`config.mk`:
```
export PLATFORM = sky130hd
export DESIGN_NAME = audio_top
export DESIGN_NICKNAME = d
export VERILOG_FILES = /design/src/source/digimax_pkg.sv /design/src/source/audio_pkg.sv /design/src/source/audio_top.sv /design/src/source/stereo_mixer.sv /design/src/source/fm_compressor.sv /design/src/source/digimax_dac.sv
export SDC_FILE = /design/constraint.sdc
export NUM_CORES = 1
export LEC_CHECK = 0
export ABC_AREA = 0
export BUFFER_PORTS_ARGS = -buffer_cell sky130_fd_sc_hd__buf_4
export CORE_MARGIN = 3
export CORE_UTILIZATION = 55
export CTS_BUF_LIST = sky130_fd_sc_hd__clkbuf_2 sky130_fd_sc_hd__clkbuf_4 sky130_fd_sc_hd__clkbuf_8
export DETAILED_ROUTE_END_ITERATION = 6
export PLACE_DENSITY = 0.75
export SYNTH_ARGS = -nofsm -noshare
export SYNTH_HDL_FRONTEND = slang
export SYNTH_SLANG_ARGS = --single-unit
```
`constraint.sdc`:
```
create_clock -name clk_sys -period 5.7 [get_ports clk_sys]
set_input_delay 0.57 -clock clk_sys [delete_from_list [all_inputs] [get_ports clk_sys]]
set_output_delay 0.57 -clock clk_sys [all_outputs]
set_load 0.05 [all_outputs]
```
`src/source/digimax_pkg.sv`:
```
// DigiMax register map with channel count, address fields and data widths
`default_nettype none

package digimax_pkg;

	// Number of DAC channels in the bank
	localparam int NUM_CH = 4;

	// One channel register
	localparam int DAC_W = 8;

	// Write address; top bit flags an address outside the DAC
	// and the low bits pick the channel
	localparam int ADDR_W = 3;

	// Sum of two channels for one side
	localparam int SUM_W = 9;

	// Where a side sum lands in the mix word
	localparam int DAC_SHIFT = 6;

endpackage

`default_nettype wire

```
`src/source/audio_pkg.sv`:
```
// Audio datapath constants for sample widths, compressor defaults and click level
`default_nettype none

package audio_pkg;

	// ==================================================
	// Sample widths
	// ==================================================

	// FM sample and final mixed sample, signed
	localparam int SAMPLE_W = 16;

	// SID voice output, signed and wider than the mix
	localparam int SID_W = 18;

	// ==================================================
	// Compressor defaults
	// ==================================================

	// Divisor applied to the part of the magnitude above the knee
	localparam int COMP_F_DEF = 4;

	// Gain applied below the knee
	localparam int COMP_A_DEF = 2;

	// ==================================================
	// Cassette click
	// ==================================================

	// Position of the click bit inside the mix word
	localparam int CASS_SHIFT = 10;

endpackage

`default_nettype wire
```
`src/source/audio_top.sv`:
```
// Audio back end joining the DigiMax bank and FM compressor into the stereo mixer
`timescale 1ns/10ps
`default_nettype none

module audio_top #(
	parameter int COMP_F = audio_pkg::COMP_F_DEF,
	parameter int COMP_A = audio_pkg::COMP_A_DEF
) (
	input  wire                                  clk_sys,
	input  wire                                  RESET,
	input  wire                                  dmx_en_i,
	input  wire                                  wr_req_i,
	input  wire [digimax_pkg::ADDR_W-1:0]        wr_addr_i,
	input  wire [digimax_pkg::DAC_W-1:0]         wr_data_i,
	output logic                                 wr_ack_o,
	input  wire signed [audio_pkg::SAMPLE_W-1:0] fm_sample_i,
	input  wire signed [audio_pkg::SID_W-1:0]    sid_l_i,
	input  wire signed [audio_pkg::SID_W-1:0]    sid_r_i,
	input  wire                                  cass_snd_i,
	output logic [audio_pkg::SAMPLE_W-1:0]       audio_l_o,
	output logic [audio_pkg::SAMPLE_W-1:0]       audio_r_o
);

	logic [digimax_pkg::SUM_W-1:0]       dac_l;
	logic [digimax_pkg::SUM_W-1:0]       dac_r;
	logic signed [audio_pkg::SAMPLE_W-1:0] fm_comp;

	// ==================================================
	// Sources
	// ==================================================

	digimax_dac dac0 (
		.clk_sys   (clk_sys),
		.RESET     (RESET),
		.dmx_en_i  (dmx_en_i),
		.wr_req_i  (wr_req_i),
		.wr_addr_i (wr_addr_i),
		.wr_data_i (wr_data_i),
		.wr_ack_o  (wr_ack_o),
		.dac_l_o   (dac_l),
		.dac_r_o   (dac_r)
	);

	fm_compressor #(
		.COMP_F (COMP_F),
		.COMP_A (COMP_A)
	) comp0 (
		.clk_sys     (clk_sys),
		.RESET       (RESET),
		.fm_sample_i (fm_sample_i),
		.fm_comp_o   (fm_comp)
	);

	// Final mix, two cycles after the sources
	stereo_mixer mix0 (
		.clk_sys    (clk_sys),
		.RESET      (RESET),
		.fm_comp_i  (fm_comp),
		.sid_l_i    (sid_l_i),
		.sid_r_i    (sid_r_i),
		.dac_l_i    (dac_l),
		.dac_r_i    (dac_r),
		.cass_snd_i (cass_snd_i),
		.audio_l_o  (audio_l_o),
		.audio_r_o  (audio_r_o)
	);

endmodule

`default_nettype wire

```
`src/source/stereo_mixer.sv`:
```
// Stereo mixer summing FM, SID, DigiMax and cassette per side with 16-bit saturation
`timescale 1ns/10ps
`default_nettype none

module stereo_mixer (
	input  wire                                  clk_sys,
	input  wire                                  RESET,
	input  wire signed [audio_pkg::SAMPLE_W-1:0] fm_comp_i,
	input  wire signed [audio_pkg::SID_W-1:0]    sid_l_i,
	input  wire signed [audio_pkg::SID_W-1:0]    sid_r_i,
	input  wire [digimax_pkg::SUM_W-1:0]         dac_l_i,
	input  wire [digimax_pkg::SUM_W-1:0]         dac_r_i,
	input  wire                                  cass_snd_i,
	output logic [audio_pkg::SAMPLE_W-1:0]       audio_l_o,
	output logic [audio_pkg::SAMPLE_W-1:0]       audio_r_o
);

	localparam int SW = audio_pkg::SAMPLE_W;
	// One guard bit to catch overflow
	localparam int MW = SW + 1;

	logic [MW-1:0] common_term;
	logic [MW-1:0] sum_l_q;
	logic [MW-1:0] sum_r_q;

	// Per-side part of the sum, SID quartered and DAC moved up
	function automatic logic [MW-1:0] side_mix(
		input logic [MW-1:0]                   base,
		input logic signed [audio_pkg::SID_W-1:0] sid,
		input logic [digimax_pkg::SUM_W-1:0]   dac
	);
		logic [MW-1:0] sid_term;
		logic [MW-1:0] dac_term;
		sid_term = MW'(sid >>> 2);
		dac_term = MW'(dac) << digimax_pkg::DAC_SHIFT;
		side_mix = base + sid_term + dac_term;
	endfunction

	// Clamp when the guard bit disagrees with the sign
	function automatic logic [SW-1:0] saturate(input logic [MW-1:0] s);
		if (s[MW-1] != s[MW-2]) begin
			saturate = {s[MW-1], {(SW - 1){s[MW-2]}}};
		end else begin
			saturate = s[SW-1:0];
		end
	endfunction

	// FM and the click are shared by both sides
	assign common_term = MW'(fm_comp_i) + (MW'(cass_snd_i) << audio_pkg::CASS_SHIFT);

	always_ff @(posedge clk_sys) begin
		if (RESET) begin
			sum_l_q   <= '0;
			sum_r_q   <= '0;
			audio_l_o <= '0;
			audio_r_o <= '0;
		end else begin
			sum_l_q   <= side_mix(common_term, sid_l_i, dac_l_i);
			sum_r_q   <= side_mix(common_term, sid_r_i, dac_r_i);
			audio_l_o <= saturate(sum_l_q);
			audio_r_o <= saturate(sum_r_q);
		end
	end

endmodule

`default_nettype wire

```
`src/source/fm_compressor.sv`:
```
// FM sample attenuator followed by a two-slope compressor, two cycles deep
`timescale 1ns/10ps
`default_nettype none

module fm_compressor #(
	parameter int COMP_F = audio_pkg::COMP_F_DEF,
	parameter int COMP_A = audio_pkg::COMP_A_DEF
) (
	input  wire                                   clk_sys,
	input  wire                                   RESET,
	input  wire signed [audio_pkg::SAMPLE_W-1:0]  fm_sample_i,
	output logic signed [audio_pkg::SAMPLE_W-1:0] fm_comp_o
);

	localparam int SW      = audio_pkg::SAMPLE_W;
	localparam int FULL    = (2 ** (SW - 1)) - 1;
	// Knee is rounded up so the top of the curve never wraps
	localparam int KNEE    = ((FULL * (COMP_F - 1)) / ((COMP_F * COMP_A) - 1)) + 1;
	localparam int OFFSET  = KNEE * COMP_A;

	logic signed [SW-1:0] att_q;
	logic                 att_neg;
	logic [SW-1:0]        att_mag;
	logic [31:0]          comp_mag;
	logic signed [SW-1:0] comp_val;

	// Stage 1 takes one eighth off the raw sample
	always_ff @(posedge clk_sys) begin
		if (RESET) begin
			att_q <= '0;
		end else begin
			att_q <= fm_sample_i - (fm_sample_i >>> 3);
		end
	end

	// ==================================================
	// Two-slope curve on the magnitude
	// ==================================================

	always_comb begin
		att_neg = att_q[SW-1];
		att_mag = att_neg ? -att_q : att_q;
		if (int'(att_mag) < KNEE) begin
			comp_mag = att_mag * COMP_A;
		end else begin
			// Gentle slope above the knee
			comp_mag = ((att_mag - KNEE) / COMP_F) + OFFSET;
		end
		comp_val = att_neg ? -comp_mag[SW-1:0] : comp_mag[SW-1:0];
	end

	// Stage 2 holds the compressed sample
	always_ff @(posedge clk_sys) begin
		if (RESET) begin
			fm_comp_o <= '0;
		end else begin
			fm_comp_o <= comp_val;
		end
	end

endmodule

`default_nettype wire

```
`src/source/digimax_dac.sv`:
```
// DigiMax four-channel DAC bank with req/ack write port and channel mode guess
`timescale 1ns/10ps
`default_nettype none

module digimax_dac (
	input  wire                              clk_sys,
	input  wire                              RESET,
	input  wire                              dmx_en_i,
	input  wire                              wr_req_i,
	input  wire [digimax_pkg::ADDR_W-1:0]    wr_addr_i,
	input  wire [digimax_pkg::DAC_W-1:0]     wr_data_i,
	output logic                             wr_ack_o,
	output logic [digimax_pkg::SUM_W-1:0]    dac_l_o,
	output logic [digimax_pkg::SUM_W-1:0]    dac_r_o
);

	localparam int CH_W = $clog2(digimax_pkg::NUM_CH);

	logic [digimax_pkg::DAC_W-1:0]  dac_q [digimax_pkg::NUM_CH];
	logic [digimax_pkg::NUM_CH-1:0] act_q;
	logic                           wr_commit;
	logic                           wr_in_range;
	logic [CH_W-1:0]                wr_ch;

	// Adds two channels without losing the carry
	function automatic logic [digimax_pkg::SUM_W-1:0] side_sum(
		input logic [digimax_pkg::DAC_W-1:0] a,
		input logic [digimax_pkg::DAC_W-1:0] b
	);
		side_sum = {1'b0, a} + {1'b0, b};
	endfunction

	// ==================================================
	// Four-phase write handshake
	// ==================================================

	// A write lands only on the first cycle of a new request
	assign wr_commit   = wr_req_i & ~wr_ack_o;
	assign wr_in_range = ~wr_addr_i[digimax_pkg::ADDR_W-1];
	assign wr_ch       = wr_addr_i[CH_W-1:0];

	always_ff @(posedge clk_sys) begin
		if (RESET) begin
			wr_ack_o <= 1'b0;
		end else if (wr_commit) begin
			wr_ack_o <= 1'b1;
		end else if (!wr_req_i) begin
			// Host has let go of req
			wr_ack_o <= 1'b0;
		end
	end

	// ==================================================
	// Channel registers and activity flags
	// ==================================================

	always_ff @(posedge clk_sys) begin
		if (RESET || !dmx_en_i) begin
			for (int i = 0; i < digimax_pkg::NUM_CH; i++) begin
				dac_q[i] <= '0;
			end
			act_q <= '0;
		end else if (wr_commit && wr_in_range) begin
			dac_q[wr_ch] <= wr_data_i;
			// Only a nonzero value marks the channel as in use
			if (wr_data_i != '0) begin
				act_q[wr_ch] <= 1'b1;
			end
		end
	end

	// ==================================================
	// Mono, stereo or four-channel guess
	// ==================================================

	always_ff @(posedge clk_sys) begin
		if (RESET || !dmx_en_i) begin
			dac_l_o <= '0;
			dac_r_o <= '0;
		end else if (act_q < 2) begin
			// Mono, channel 0 on both sides
			dac_l_o <= side_sum(dac_q[0], dac_q[0]);
			dac_r_o <= side_sum(dac_q[0], dac_q[0]);
		end else if (act_q == 2) begin
			// Stereo pair on channels 0 and 1
			dac_l_o <= side_sum(dac_q[1], dac_q[1]);
			dac_r_o <= side_sum(dac_q[0], dac_q[0]);
		end else begin
			dac_l_o <= side_sum(dac_q[1], dac_q[2]);
			dac_r_o <= side_sum(dac_q[0], dac_q[3]);
		end
	end

endmodule

`default_nettype wire

```
# After elaboration in Yosys (flattened, before gate mapping)
# Memory sizes are Yosys's and may differ from the RTL's.
# Index checks and enable logic that the tools add are counted.
[classes]
muxes = 21
shift = 0
n_bitwise = 4
n_reduce_logical = 7
mul = 0
n_eq_ne = 4
n_lt_le_gt_ge = 4
n_div = 0
add_sub_neg = 14
[op_table]
columns = ["operator", "count"]
rows = [
  ["$mux 16", 5],
  ["$add 8x8->9", 4],
  ["$mux 9", 4],
  ["$add 17x15->17", 2],
  ["$add 17x17->17", 2],
  ["$neg 16->16", 2],
  ["$add 16x12->17", 1],
  ["$sub 16x14->17 const B", 1],
  ["$add 16x15->16 const B", 1],
  ["$lt 16x14->1 const B", 1],
  ["$sub 16x13->16", 1],
  ["$mux 1", 9],
  ["$mux 8", 1],
  ["$reduce_bool 8->1", 1],
  ["$reduce_or 8->1", 1],
  ["$eq 4x2->1 const B", 1],
  ["$lt 4x2->1 const B", 1],
  ["$or 4x4->4", 1],
  ["$lt 2x3->1 const B", 1],
  ["$demux 1 s2", 1],
  ["$ge 2x1->1 const B", 1],
  ["$logic_and 1x1->1", 2],
  ["$mux 2", 1],
  ["$ne 1x1->1", 2],
  ["other kinds (6)", 7],
]
[totals]
in_bits = 68
latch_bits = 0
rom_bits = 0
mem_count = 1
out_inout_bits = 33
mem_bits_rw = 32
reg_bits = 121
[mem_list]
columns = ["memory", "words", "width", "rd", "rd_clocked_by_memory_dff", "write_ports", "line_no", "rtl"]
rows = [
  ["dac0.dac_q", 4, 8, 4, 0, 4, "digimax_dac.sv:19", "logic [digimax_pkg::DAC_W-1:0] dac_q [digimax_pkg::NUM_CH];"],
]

# Depth between registers and ports, before layout
# Gate-level depths: netlist of run 1.
[depth]
word_depth = 8
depth_mapped = 18

# By module
# A second synthesis of run 1 with hierarchy kept.
[hier_totals]
cells_unflattened = 1126
hier_area_um2 = 9977.1
[modules_own_cells]
columns = ["module", "area_each_um2", "n_inst", "cells_each", "seq_area_each_um2"]
rows = [
  ["stereo_mixer", 3932.5, 1, 426, 1321.3],
  ["fm_compressor", 3210.6, 1, 435, 640.6],
  ["digimax_dac", 2834.0, 1, 265, 1421.4],
]

# Least setup slack after synthesis of run 1
# OpenSTA, ideal clock, no wires.
[synth_path]
path_kind = "register to register"
from = "register comp0.att_q[15]"
to = "register comp0.fm_comp_o[13] (netlist bit)"
stages_incl_launch_ff = 19
required_ns = 5.629
t_arrival_ns = 4.606
setup_slack_ns = 1.023
cell_sequence = "dfxtp_1 -> clkbuf_2 -> clkbuf_1 -> clkbuf_1 -> buf_1 -> nand2_1 -> xnor2_1 -> ha_1 -> a211oi_1 -> xnor2_1 -> ha_1 -> or4b_1 -> o211ai_1 -> a31oi_1 -> or3b_1 -> o211ai_2 -> nor4_2 -> or3_1 -> a21oi_1"
[synth_between]
elab_chain_cells = 7
elab_cells_between_ends = 8
[synth_lines]
columns = ["item", "line_no", "rtl"]
rows = [
  ["start, declared", "fm_compressor.sv:21", "logic signed [SW-1:0] att_q;"],
  ["start signal, assigned", "fm_compressor.sv:32", "att_q <= fm_sample_i - (fm_sample_i >>> 3);"],
  ["$neg 16->16", "fm_compressor.sv:42", "att_mag = att_neg ? -att_q : att_q;"],
  ["$mux 16", "fm_compressor.sv:42", ""],
  ["$sub 16x14->17", "fm_compressor.sv:47", "comp_mag = ((att_mag - KNEE) / COMP_F) + OFFSET;"],
  ["$add 16x15->16", "fm_compressor.sv:47", ""],
  ["$mux 16", "fm_compressor.sv:43", "if (int'(att_mag) < KNEE) begin"],
  ["$neg 16->16", "fm_compressor.sv:49", "comp_val = att_neg ? -comp_mag[SW-1:0] : comp_mag[SW-1:0];"],
  ["$mux 16 *", "fm_compressor.sv:49", ""],
  ["end signal, assigned", "fm_compressor.sv:57", "fm_comp_o <= comp_val;"],
  ["end, declared", "fm_compressor.sv:12", "output logic signed [audio_pkg::SAMPLE_W-1:0] fm_comp_o"],
]
# Every way passes the cells marked *; elsewhere a longest branch is shown, timed or not.
# A chain may end at the register's enable or synchronous reset.

# Final worst setup path of run 1
[layout_path]
from = "register comp0.att_q[0]"
to = "register comp0.fm_comp_o[12] (netlist bit)"
[layout_between]
elab_chain_cells = 7
elab_cells_between_ends = 8
[layout_lines]
columns = ["item", "line_no"]
rows = [
  ["$neg 16->16", "fm_compressor.sv:42"],
  ["$mux 16 *", "fm_compressor.sv:42"],
  ["$sub 16x14->17", "fm_compressor.sv:47"],
  ["$add 16x15->16", "fm_compressor.sv:47"],
  ["$mux 16 *", "fm_compressor.sv:43"],
  ["$neg 16->16", "fm_compressor.sv:49"],
  ["$mux 16 *", "fm_compressor.sv:49"],
]
# Marks and branches as above.

==> results of run 1 <==
-- worst reg2reg max path, stage by stage (launching register included) --
cell       delay, ns
dfxtp_1         0.39
inv_1           0.14
ha_1            0.32
or3b_2          0.55
or3_1           0.41
a2111oi_2       0.37
nor2_1          0.22
o31ai_4         0.64
buf_4           0.31
nor2_1          0.06
a21oi_1         0.17
ha_1            0.26
nand3_1         0.16
o31ai_1         0.31
xor2_1          0.17
nor2_1          0.05
-- cell usage in the layout, fill, tap and decap left out, types with 9 or more instances in the layout --
cell type,n
nand3_1,18
o31ai_1,9
nand2_1,99
buf_4,102
and3_1,9
nor2_1,121
a21oi_1,101
o21bai_1,12
xnor2_1,52
a21o_1,21
edfxtp_1,32
clkbuf_8,19
nor3_1,31
ha_1,85
o21ai_0,42
mux2_2,11
xor2_1,33
or3_1,13
inv_1,102
dfxtp_1,121
nor2b_1,24
fa_1,23
nand2b_1,14
-- area by class of cell --
| type | count | area (um2) |
|---|---|---|
| sequential | 153 | 3380 |
| fill | 1478 | 6300 |
| clock buffer | 19 | 262 |
| clock inverter | 13 | 133 |
| timing repair buffer | 102 | 766 |
| multi-input combinational | 836 | 5910 |
| inverter | 102 | 383 |
| tap | 225 | 282 |
-- logic make-up (layout without fill, tap and decap cells) --
kind of cell             Yosys count  after routing  synth area share
buffers and inverters            147            236            0.0592
multiplexers                      15             15            0.0166
adder cells (fa/ha/maj)          108            108             0.154
AND/OR/NAND/NOR                  371            371             0.181
AO/OA/AOI/OAI                    257            257             0.171
XOR/XNOR                          85             85            0.0754
flip-flops                       153            153             0.343
-- worst paths after layout --
kind | startpoint | end | slack (ns) | cells past startpoint
hold / removal | wr_req_i | dac0.wr_ack_o$_SDFFE_PP0P_ | 0.33 | 2
hold reg to reg | mix0.sum_r_q[2]$_SDFF_PP0_ | mix0.audio_r_o[2]$_SDFF_PP0_ | 0.45 | 2
setup reg to reg | comp0.att_q[0]$_SDFF_PP0_ | comp0.fm_comp_o[12]$_SDFF_PP0_ | 1.04 | 15
setup / recovery | comp0.att_q[0]$_SDFF_PP0_ | comp0.fm_comp_o[12]$_SDFF_PP0_ | 1.04 | 15
-- metal layers --
layer / track usage / wire, um / vias up
met5: 0 / 0 / -
met4: 0.0586 / 288 / 0
met3: 0.0396 / 980 / 23
met2: 0.342 / 9630 / 192
met1: 0.285 / 9710 / 3599
li1: - / - / 4073
-- report_power, final --
| group | internal [mW] | switching [mW] | leakage (nW) |
|---|---|---|---|
| sequential | 1.35 | 0.120 | 1.36 |
| combinational | 0.819 | 1.29 | 3.50 |
| clock | 0.381 | 0.434 | 0.202 |
-- registers in the layout, summed over array words and instances, names as in the netlist --
register,count
dac0.dac_r_o,9
dac0.dac_l_o,9
mix0.audio_l_o,16
dac0.dac_q,32
dac0.act_q,4
mix0.sum_r_q,17
comp0.fm_comp_o,16
comp0.att_q,16
mix0.audio_r_o,16
mix0.sum_l_q,17
dac0.wr_ack_o,1
-- stage by stage --
step	utilization	instance area (um2)	std cells	hold slack (ns)
4_1_cts	0.639	11100	1450	0.303
3_3_place_gp	0.616	10700	1418	0.431
3_5_place_dp	0.616	10700	1418	0.435
2_1_floorplan	-	9870	1136	0.422
5_1_grt	0.639	11100	1450	0.306
6_report	0.639	11100	1450	0.331
==> results.md, run 1 <==
Power:
- After layout, the design draws a total of 4.39 mW.
- The analysis attributes to cell leakage a power of 5.06 nW.
- IR analysis of the VDD net gives a maximum drop of 0.294 mV.
- Power spread over the standard cell area amounts to 395 nW/um2.

STA:
- Setup repair after global routing left no endpoint under its margin.
- The worst path meets setup with 1.04 ns of slack.
- The final critical-path share of the clock period is 0.818.
- For the finished layout, the period the worst path requires is 4.66 ns.
- For the pin with the worst max-slew slack, the measured transition is 1.26 ns.
- The final hold violation count is 0.
- The total negative slack for setup checks is 0 ns.
- The number of pins with negative max-slew slack in the final report is 0.
- Setup violations remaining at the end of the flow were counted as 0.
- Static timing analysis puts the maximum clock frequency at 214 MHz.
- The relative slew slack is 0.154.
- The worst clock skew is 0.0159 ns.

Clock tree:
- The count of hold-fix buffers inserted at cts is 0.
- The clock-pin slew reported for the worst setup and hold paths after clock tree synthesis is 0.09 ns.
- The clock network latency to the later pin of the worst-skew pair is 0.46 ns.
- The clock net in this run drives a total of 153 sinks.
- The H-tree generated during clock tree synthesis spans 4 levels.
- The clock passes through at most 2 buffers.
- The number of setup buffers added after CTS is 0.
- TritonCTS built the clock tree.
- After clock tree synthesis, the repair step resized 0 gates.
- The number of buffers created by CTS is 17.
- The root buffer cell chosen for the clock tree is clkbuf_8.

Yosys:
- The post-synthesis net count is 1312.
- The number of warnings reported in the yosys synthesis log is 0.
- The most area-hungry cell type in the Yosys netlist is dfxtp_1.
- The commonest register cell after synthesis is dfxtp_1.
- The proportion of register bits with asynchronous set or reset after synthesis is 0.
- Sorting the synthesized cells by area gives the leading types as dfxtp_1 25%, ha_1 11%, edfxtp_1 9.7%.
- Synthesis produced a netlist whose cell count is 1136.
- The number of flops mapped to enable cells by yosys is 32.
- The mean instance size in the synthesized netlist is 8.69 um2.
- In this run the cell area of the synthesized design comes to 9870 um2.
- The top-area cell type share of the netlist area is 0.245.
- In the synthesized netlist, the cells that appear most often are 121 x dfxtp_1, 121 x nor2_1, 102 x inv_1.
- The number of distinct standard cells referenced by the synthesized netlist is 75.
- The share of the Yosys chip area taken by registers is 0.343.
- After synthesis the netlist holds a flip-flop and latch count of 153.

Critical path:
- On the worst path, the slowest cell contributes a delay of 0.64 ns.
- STA puts the critical path data required time at 6.01 ns.
- The buffer and inverter count on the worst path is 2.
- The slowest stage of the critical path is the o31ai_4 cell.
- Walking the worst path, the cells encountered are inv_1 > ha_1 > or3b_2 > or3_1 > a2111oi_2 > nor2_1 > o31ai_4 > buf_4 > nor2_1 > a21oi_1 > ha_1 > nand3_1 > o31ai_1 > xor2_1 > nor2_1.
- For the worst setup path, the data arrival time is 4.97 ns.
- The family of cells with the greatest summed delay on the critical path is compound AO/OA/AOI/OAI gates.
- STA classifies the critical path startpoint as a flop.
- The type of the worst setup path is flop to flop.
- The element type at the critical path end is a flop.
- The largest driver fanout on the critical path is 16.
- The cell with the most instances on the worst path is nor2_1.

Global routing:
- The initial antenna violation count came to 0.
- The via count of the first global-routing pass is 7302.
- The overall global routing resource usage is 0.209.
- For this run the aggregate overflow at the end of global routing stands at 0.
- Entering global routing, the biggest net connects 87 pins.
- The first global-routing pass estimated 34.1 mm of wire.

Final layout:
- The antenna diode count is 0.
- The net count of the finished layout is 1388.
- The area growth from synthesis to layout is 12.6%.
- The fraction of final layout cells with drive strength greater than 1 is 0.140.

Floorplanning:
- Measured along the x axis, the die boundary spans 140 um.
- The floorplan step defined a die boundary enclosing 19600 um2.
- Row generation in the floorplan step produced 48 rows.
- The initial standard-cell utilization of the core is 0.567.
- The floorplan step defined a core boundary enclosing 17400 um2.
- 101 I/O pins were placed.
- The die boundary height is 140 um.

Place:
- The weighted congestion at the end of routability-driven global placement is 0.868.
- After legalization and detailed placement, the total HPWL measured 15.9 mm.
- Timing analysis after detailed placement gives a worst setup slack of 1.13 ns.
- The number of buffers inserted by port buffering is 96.

Drt:
- After detailed routing, the number of remaining DRC violations is 0.
- The initial DRC count is 436.
- The aggregate routed wire length is 20.6 mm.
- The first TritonRoute pass finished after 5 iterations.
- The via density per instance is 5.44.
- The number of antenna-violating nets in the routed design is 0.
- In the final routed layout, each cell accounts on average for 14.2 um.
- The routed layout has 7887 vias.

Flow run:
- The max capacitance violation total is 0.

Hold path:
- The classification of the worst-slack hold path is input pin to flop.

Outcome:
- The flow ran to the end, and the final reports show no timing, DRC or antenna violations.
(Power assumes the default switching activity.)
==> inputs of run 2 (changes only) <==
- PLACE_DENSITY: 0.75 -> 0.78
- clock period: 5.7 -> 4 ns (I/O delays scaled with it)
==> results.md, run 2 (synthesis gave the netlist of run 1 again) <==
Outcome:
- The flow ran to the end, and the final reports show no timing, DRC or antenna violations.

Clock tree:
- The clock network latency to the later pin of the worst-skew pair came to 0.47 ns (about the same).
- The number of clock sinks seen by CTS is 153 (unchanged).
- The largest buffer count on any clock path is 2 (unchanged).
- The number of buffers created by CTS is 17 (unchanged).
- The clock-pin slew reported for the worst setup and hold paths after clock tree synthesis is 0.09 ns (about the same).
- The level count of the clock H-tree came to 4 (unchanged).
- CTS placed an instance of clkbuf_8 at the clock tree root.
- TritonCTS built the clock tree.

Power:
- The worst vdd rail ir drop is 0.465 mV (+58%).
- The total power density per cell area is 569 nW/um2 (+44%).
- The leakage power came to 5.29 nW (+4.4%).

Flow run:
- The max capacitance violation total is 0 (unchanged).

Critical path:
- The largest driver fanout on the critical path is 7 (-9).
- Counting stages on the worst path, the most repeated cell is buf_4.
- The signal arrival time at the worst endpoint is 4.22 ns (-0.75 ns).
- STA classifies the critical path endpoint as a flop.
- Walking the worst path, the cells encountered are buf_4 > or4b_1 > o41ai_2 > a41oi_2 > buf_4 > o31ai_2 > buf_4 > a211oi_1 > a41o_1 > a21o_1 > a31oi_2 > buf_4 > nor2_1 > a21oi_1 > mux2i_1.
- The startpoint type of the worst setup path is a flop.
- The capturing point of the worst reg2reg path is comp0.fm_comp_o[14]$_SDFF_PP0_.
- The worst reg-to-reg setup slack was 0.17 ns (-0.86 ns).
- The buffer and inverter count on the worst path was 4 (+2).
- The family of cells with the greatest summed delay on the critical path is compound AO/OA/AOI/OAI gates.
- The cell with the largest stage delay on the worst path is or4b_1.
- The required time of the critical path was 4.39 ns (-1.62 ns).
- The biggest cell delay along the critical path is 0.57 ns (-0.07 ns).
- The worst reg2reg path depth is 15 (unchanged).
- The type of the worst setup path is flop to flop.
- The worst register-to-register path begins at comp0.att_q[1]$_SDFF_PP0_.

Final layout:
- The core utilization of the finished layout is 0.669 (+0.0303).
- The top cell types in the final layout, fill and taps aside, are 136 x buf_4, 120 x nor2_1, 117 x dfxtp_1.
- The flip-flop count of the largest register after layout came to 32 (unchanged).
- The top register by number of flip-flops is dac0.dac_q.
- In the final layout, the registers with the most flip-flops are dac0.dac_q (32), mix0.sum_l_q (17), mix0.sum_r_q (17).
- The antenna diode count is 0 (unchanged).
- The fraction of final layout cells with drive strength greater than 1 was 0.189 (+0.0483).
- The leading cell type in the layout, fill and taps excluded is buf_4.
- The post-synthesis to final-layout area growth is 18.0%.
- The number of nets in the layout is 1424 (+2.6%).
- The count of filler cells inserted in the layout is 1435 (-2.9%).
- The final non-filler cell total is 1486 (+2.5%).

STA:
- The relative slew slack is 0.227 (+0.0727).
- The total negative slack for setup checks is 0 ns (unchanged).
- The final hold violation count came to 0 (unchanged).
- The final critical-path share of the clock period is 0.957 (+0.139).
- The shortest clock period the worst path allows after layout is 3.83 ns (-0.836 ns).
- The slew of the pin with the lowest slew margin is 1.15 ns (-0.111 ns).
- The number of pins with negative max-slew slack in the final report is 0 (unchanged).
- The number of endpoints failing setup at the final stage is 0 (unchanged).
- The maximum clock frequency is 261 MHz (+22%).
- The worst clock skew came to 0.0129 ns (-0.00296 ns).

Global routing:
- The overall global routing resource usage is 0.221 (+0.0122).
- The aggregate global routing overflow is 0 (unchanged).
- The largest net degree at the start of global routing was 88 (+1.1%).
- The initial antenna violation count was 0 (unchanged).
- The via count of the first global-routing pass was 7778 (+6.5%).
- The wire length of the first global-routing pass is 36.1 mm (+5.8%).

Drt:
- The initial DRC count came to 448 (+2.8%).
- The DRC violation count after routing is 0 (unchanged).
- The aggregate routed wire length was 22.0 mm (+7.0%).
- The number of antenna-violating nets in the routed design is 0 (unchanged).
- Signal routing reaches up to met4.
- The vias after detailed routing came to 8212 (+4.1%).
- The via density per instance is 5.53 (+1.6%).
- The detailed-route wire length on metal 1 is 9.88 mm (+1.8%).
- The number of iterations in the first detailed-routing pass is 5 (unchanged).
- The met2 wirelength from detailed routing came to 10.5 mm (+9.3%).
- The sum of met3 wire segment lengths after detailed routing is 1.16 mm (+18%).
- The post-detailed-route wirelength per cell is 14.8 um (+4.4%).

Place:
- The number of buffers inserted by port buffering is 96 (unchanged).
- The weighted congestion at the end of routability-driven global placement is 0.897 (+3.4%).
- The cell total after placement is 1445 (+1.9%).
- The half-perimeter wire length of the detailed placement result is 16.4 mm (+3.3%).

Floorplanning:
- The placement row count is 48 (unchanged).
- The die boundary height is 140 um (unchanged).
- The area of the core came to 17400 um2 (unchanged).
- The floorplan die area is 19600 um2 (unchanged).
- The number of top-level pins came to 101 (unchanged).
- The initial standard-cell utilization of the core is 0.567 (unchanged).
- The horizontal die dimension is 140 um (unchanged).

Hold path:
- The hold path depth is 2 (unchanged).
- In this run the most critical hold path is launched from wr_req_i.
- The classification of the worst-slack hold path is input pin to flop.
- The path with the worst hold slack has its endpoint at dac0.wr_ack_o$_SDFFE_PP0P_.
[run 2: cell types whose count changed in the layout (fill, tap and decap cells not counted), sizes merged]
cell	before	now
clkbuf	19	21
clkinv	4	1
inv	109	106
bufinv	1	2
clkinvlp	1	4
buf	102	138
[run 2: worst reg2reg max path: stages (launching register included)]
cell and delay (ns):
dfxtp_2 0.34, buf_4 0.14, or4b_1 0.57, o41ai_2 0.41
a41oi_2 0.11, buf_4 0.21, o31ai_2 0.31, buf_4 0.20
a211oi_1 0.12, a41o_1 0.29, a21o_1 0.20, a31oi_2 0.26
buf_4 0.17, nor2_1 0.05, a21oi_1 0.20, mux2i_1 0.19
[run 2: worst max path at each step]
| stage | startpoint | to | slack, ns | depth (start not counted) |
|---|---|---|---|---|
| finish | comp0.att_q[1]$_SDFF_PP0_ | comp0.fm_comp_o[14]$_SDFF_PP0_ | 0.17 | 15 |
| global route | comp0.att_q[1]$_SDFF_PP0_ | comp0.fm_comp_o[15]$_SDFF_PP0_ | -0.03 | 16 |
| CTS | comp0.att_q[1]$_SDFF_PP0_ | comp0.fm_comp_o[13]$_SDFF_PP0_ | 0.003 | 16 |
| detailed placement | comp0.att_q[1]$_SDFF_PP0_ | comp0.fm_comp_o[13]$_SDFF_PP0_ | 0.05 | 16 |
| global placement | comp0.att_q[1]$_SDFF_PP0_ | comp0.fm_comp_o[13]$_SDFF_PP0_ | 0.11 | 16 |
| floorplan | comp0.att_q[15]$_SDFF_PP0_ | comp0.fm_comp_o[13]$_SDFF_PP0_ | 0.004 | 18 |
[run 2: stage by stage]
| step | area [um2] | power (mW) | setup slack (ns) | hold WS (ns) |
|---|---|---|---|---|
| final | 11600 | 6.63 | 0.171 | 0.147 |
| after global routing | 11600 | 7.08 | -0.0339 | 0.154 |
| after CTS | 11400 | 6.46 | 0.00271 | 0.142 |
| after detailed placement | 10900 | 5.20 | 0.0478 | 0.436 |
| after global placement | 10900 | 5.12 | 0.112 | 0.435 |
| after floorplan | 9920 | 4.45 | 0.00408 | 0.422 |
[run 2: area by class of cell]
| class | count | area (um2) | area share |
|---|---|---|---|
| sequential | 153 | 3390 | 0.291 |
| inverter | 102 | 383 | 0.0329 |
| clock buffer | 21 | 283 | 0.0243 |
| multi-input combinational | 836 | 6130 | 0.527 |
| clock inverter | 11 | 136 | 0.0117 |
| timing repair buffer | 138 | 1040 | 0.0896 |
| tap | 225 | 282 | 0.0242 |
[run 2: timing repair]
item                                    in CTS  in global routing
buffers inserted                             1                  8
pin swaps                                    1                 19
endpoints found under the setup margin       2                  9
gates resized for setup                      1                 45
hold buffers                                 0                  0
[run 2: layer usage]
metal,vias up,track usage
met5,-,0
met4,0,0.0704
met3,46,0.0365
met2,255,0.372
met1,3765,0.293
li1,4146,-
[run 2: power by group]
group | switching, mW | internal, mW
combinational | 1.97 | 1.33
clock | 0.610 | 0.622
sequential | 0.173 | 1.92
total | 2.75 | 3.87
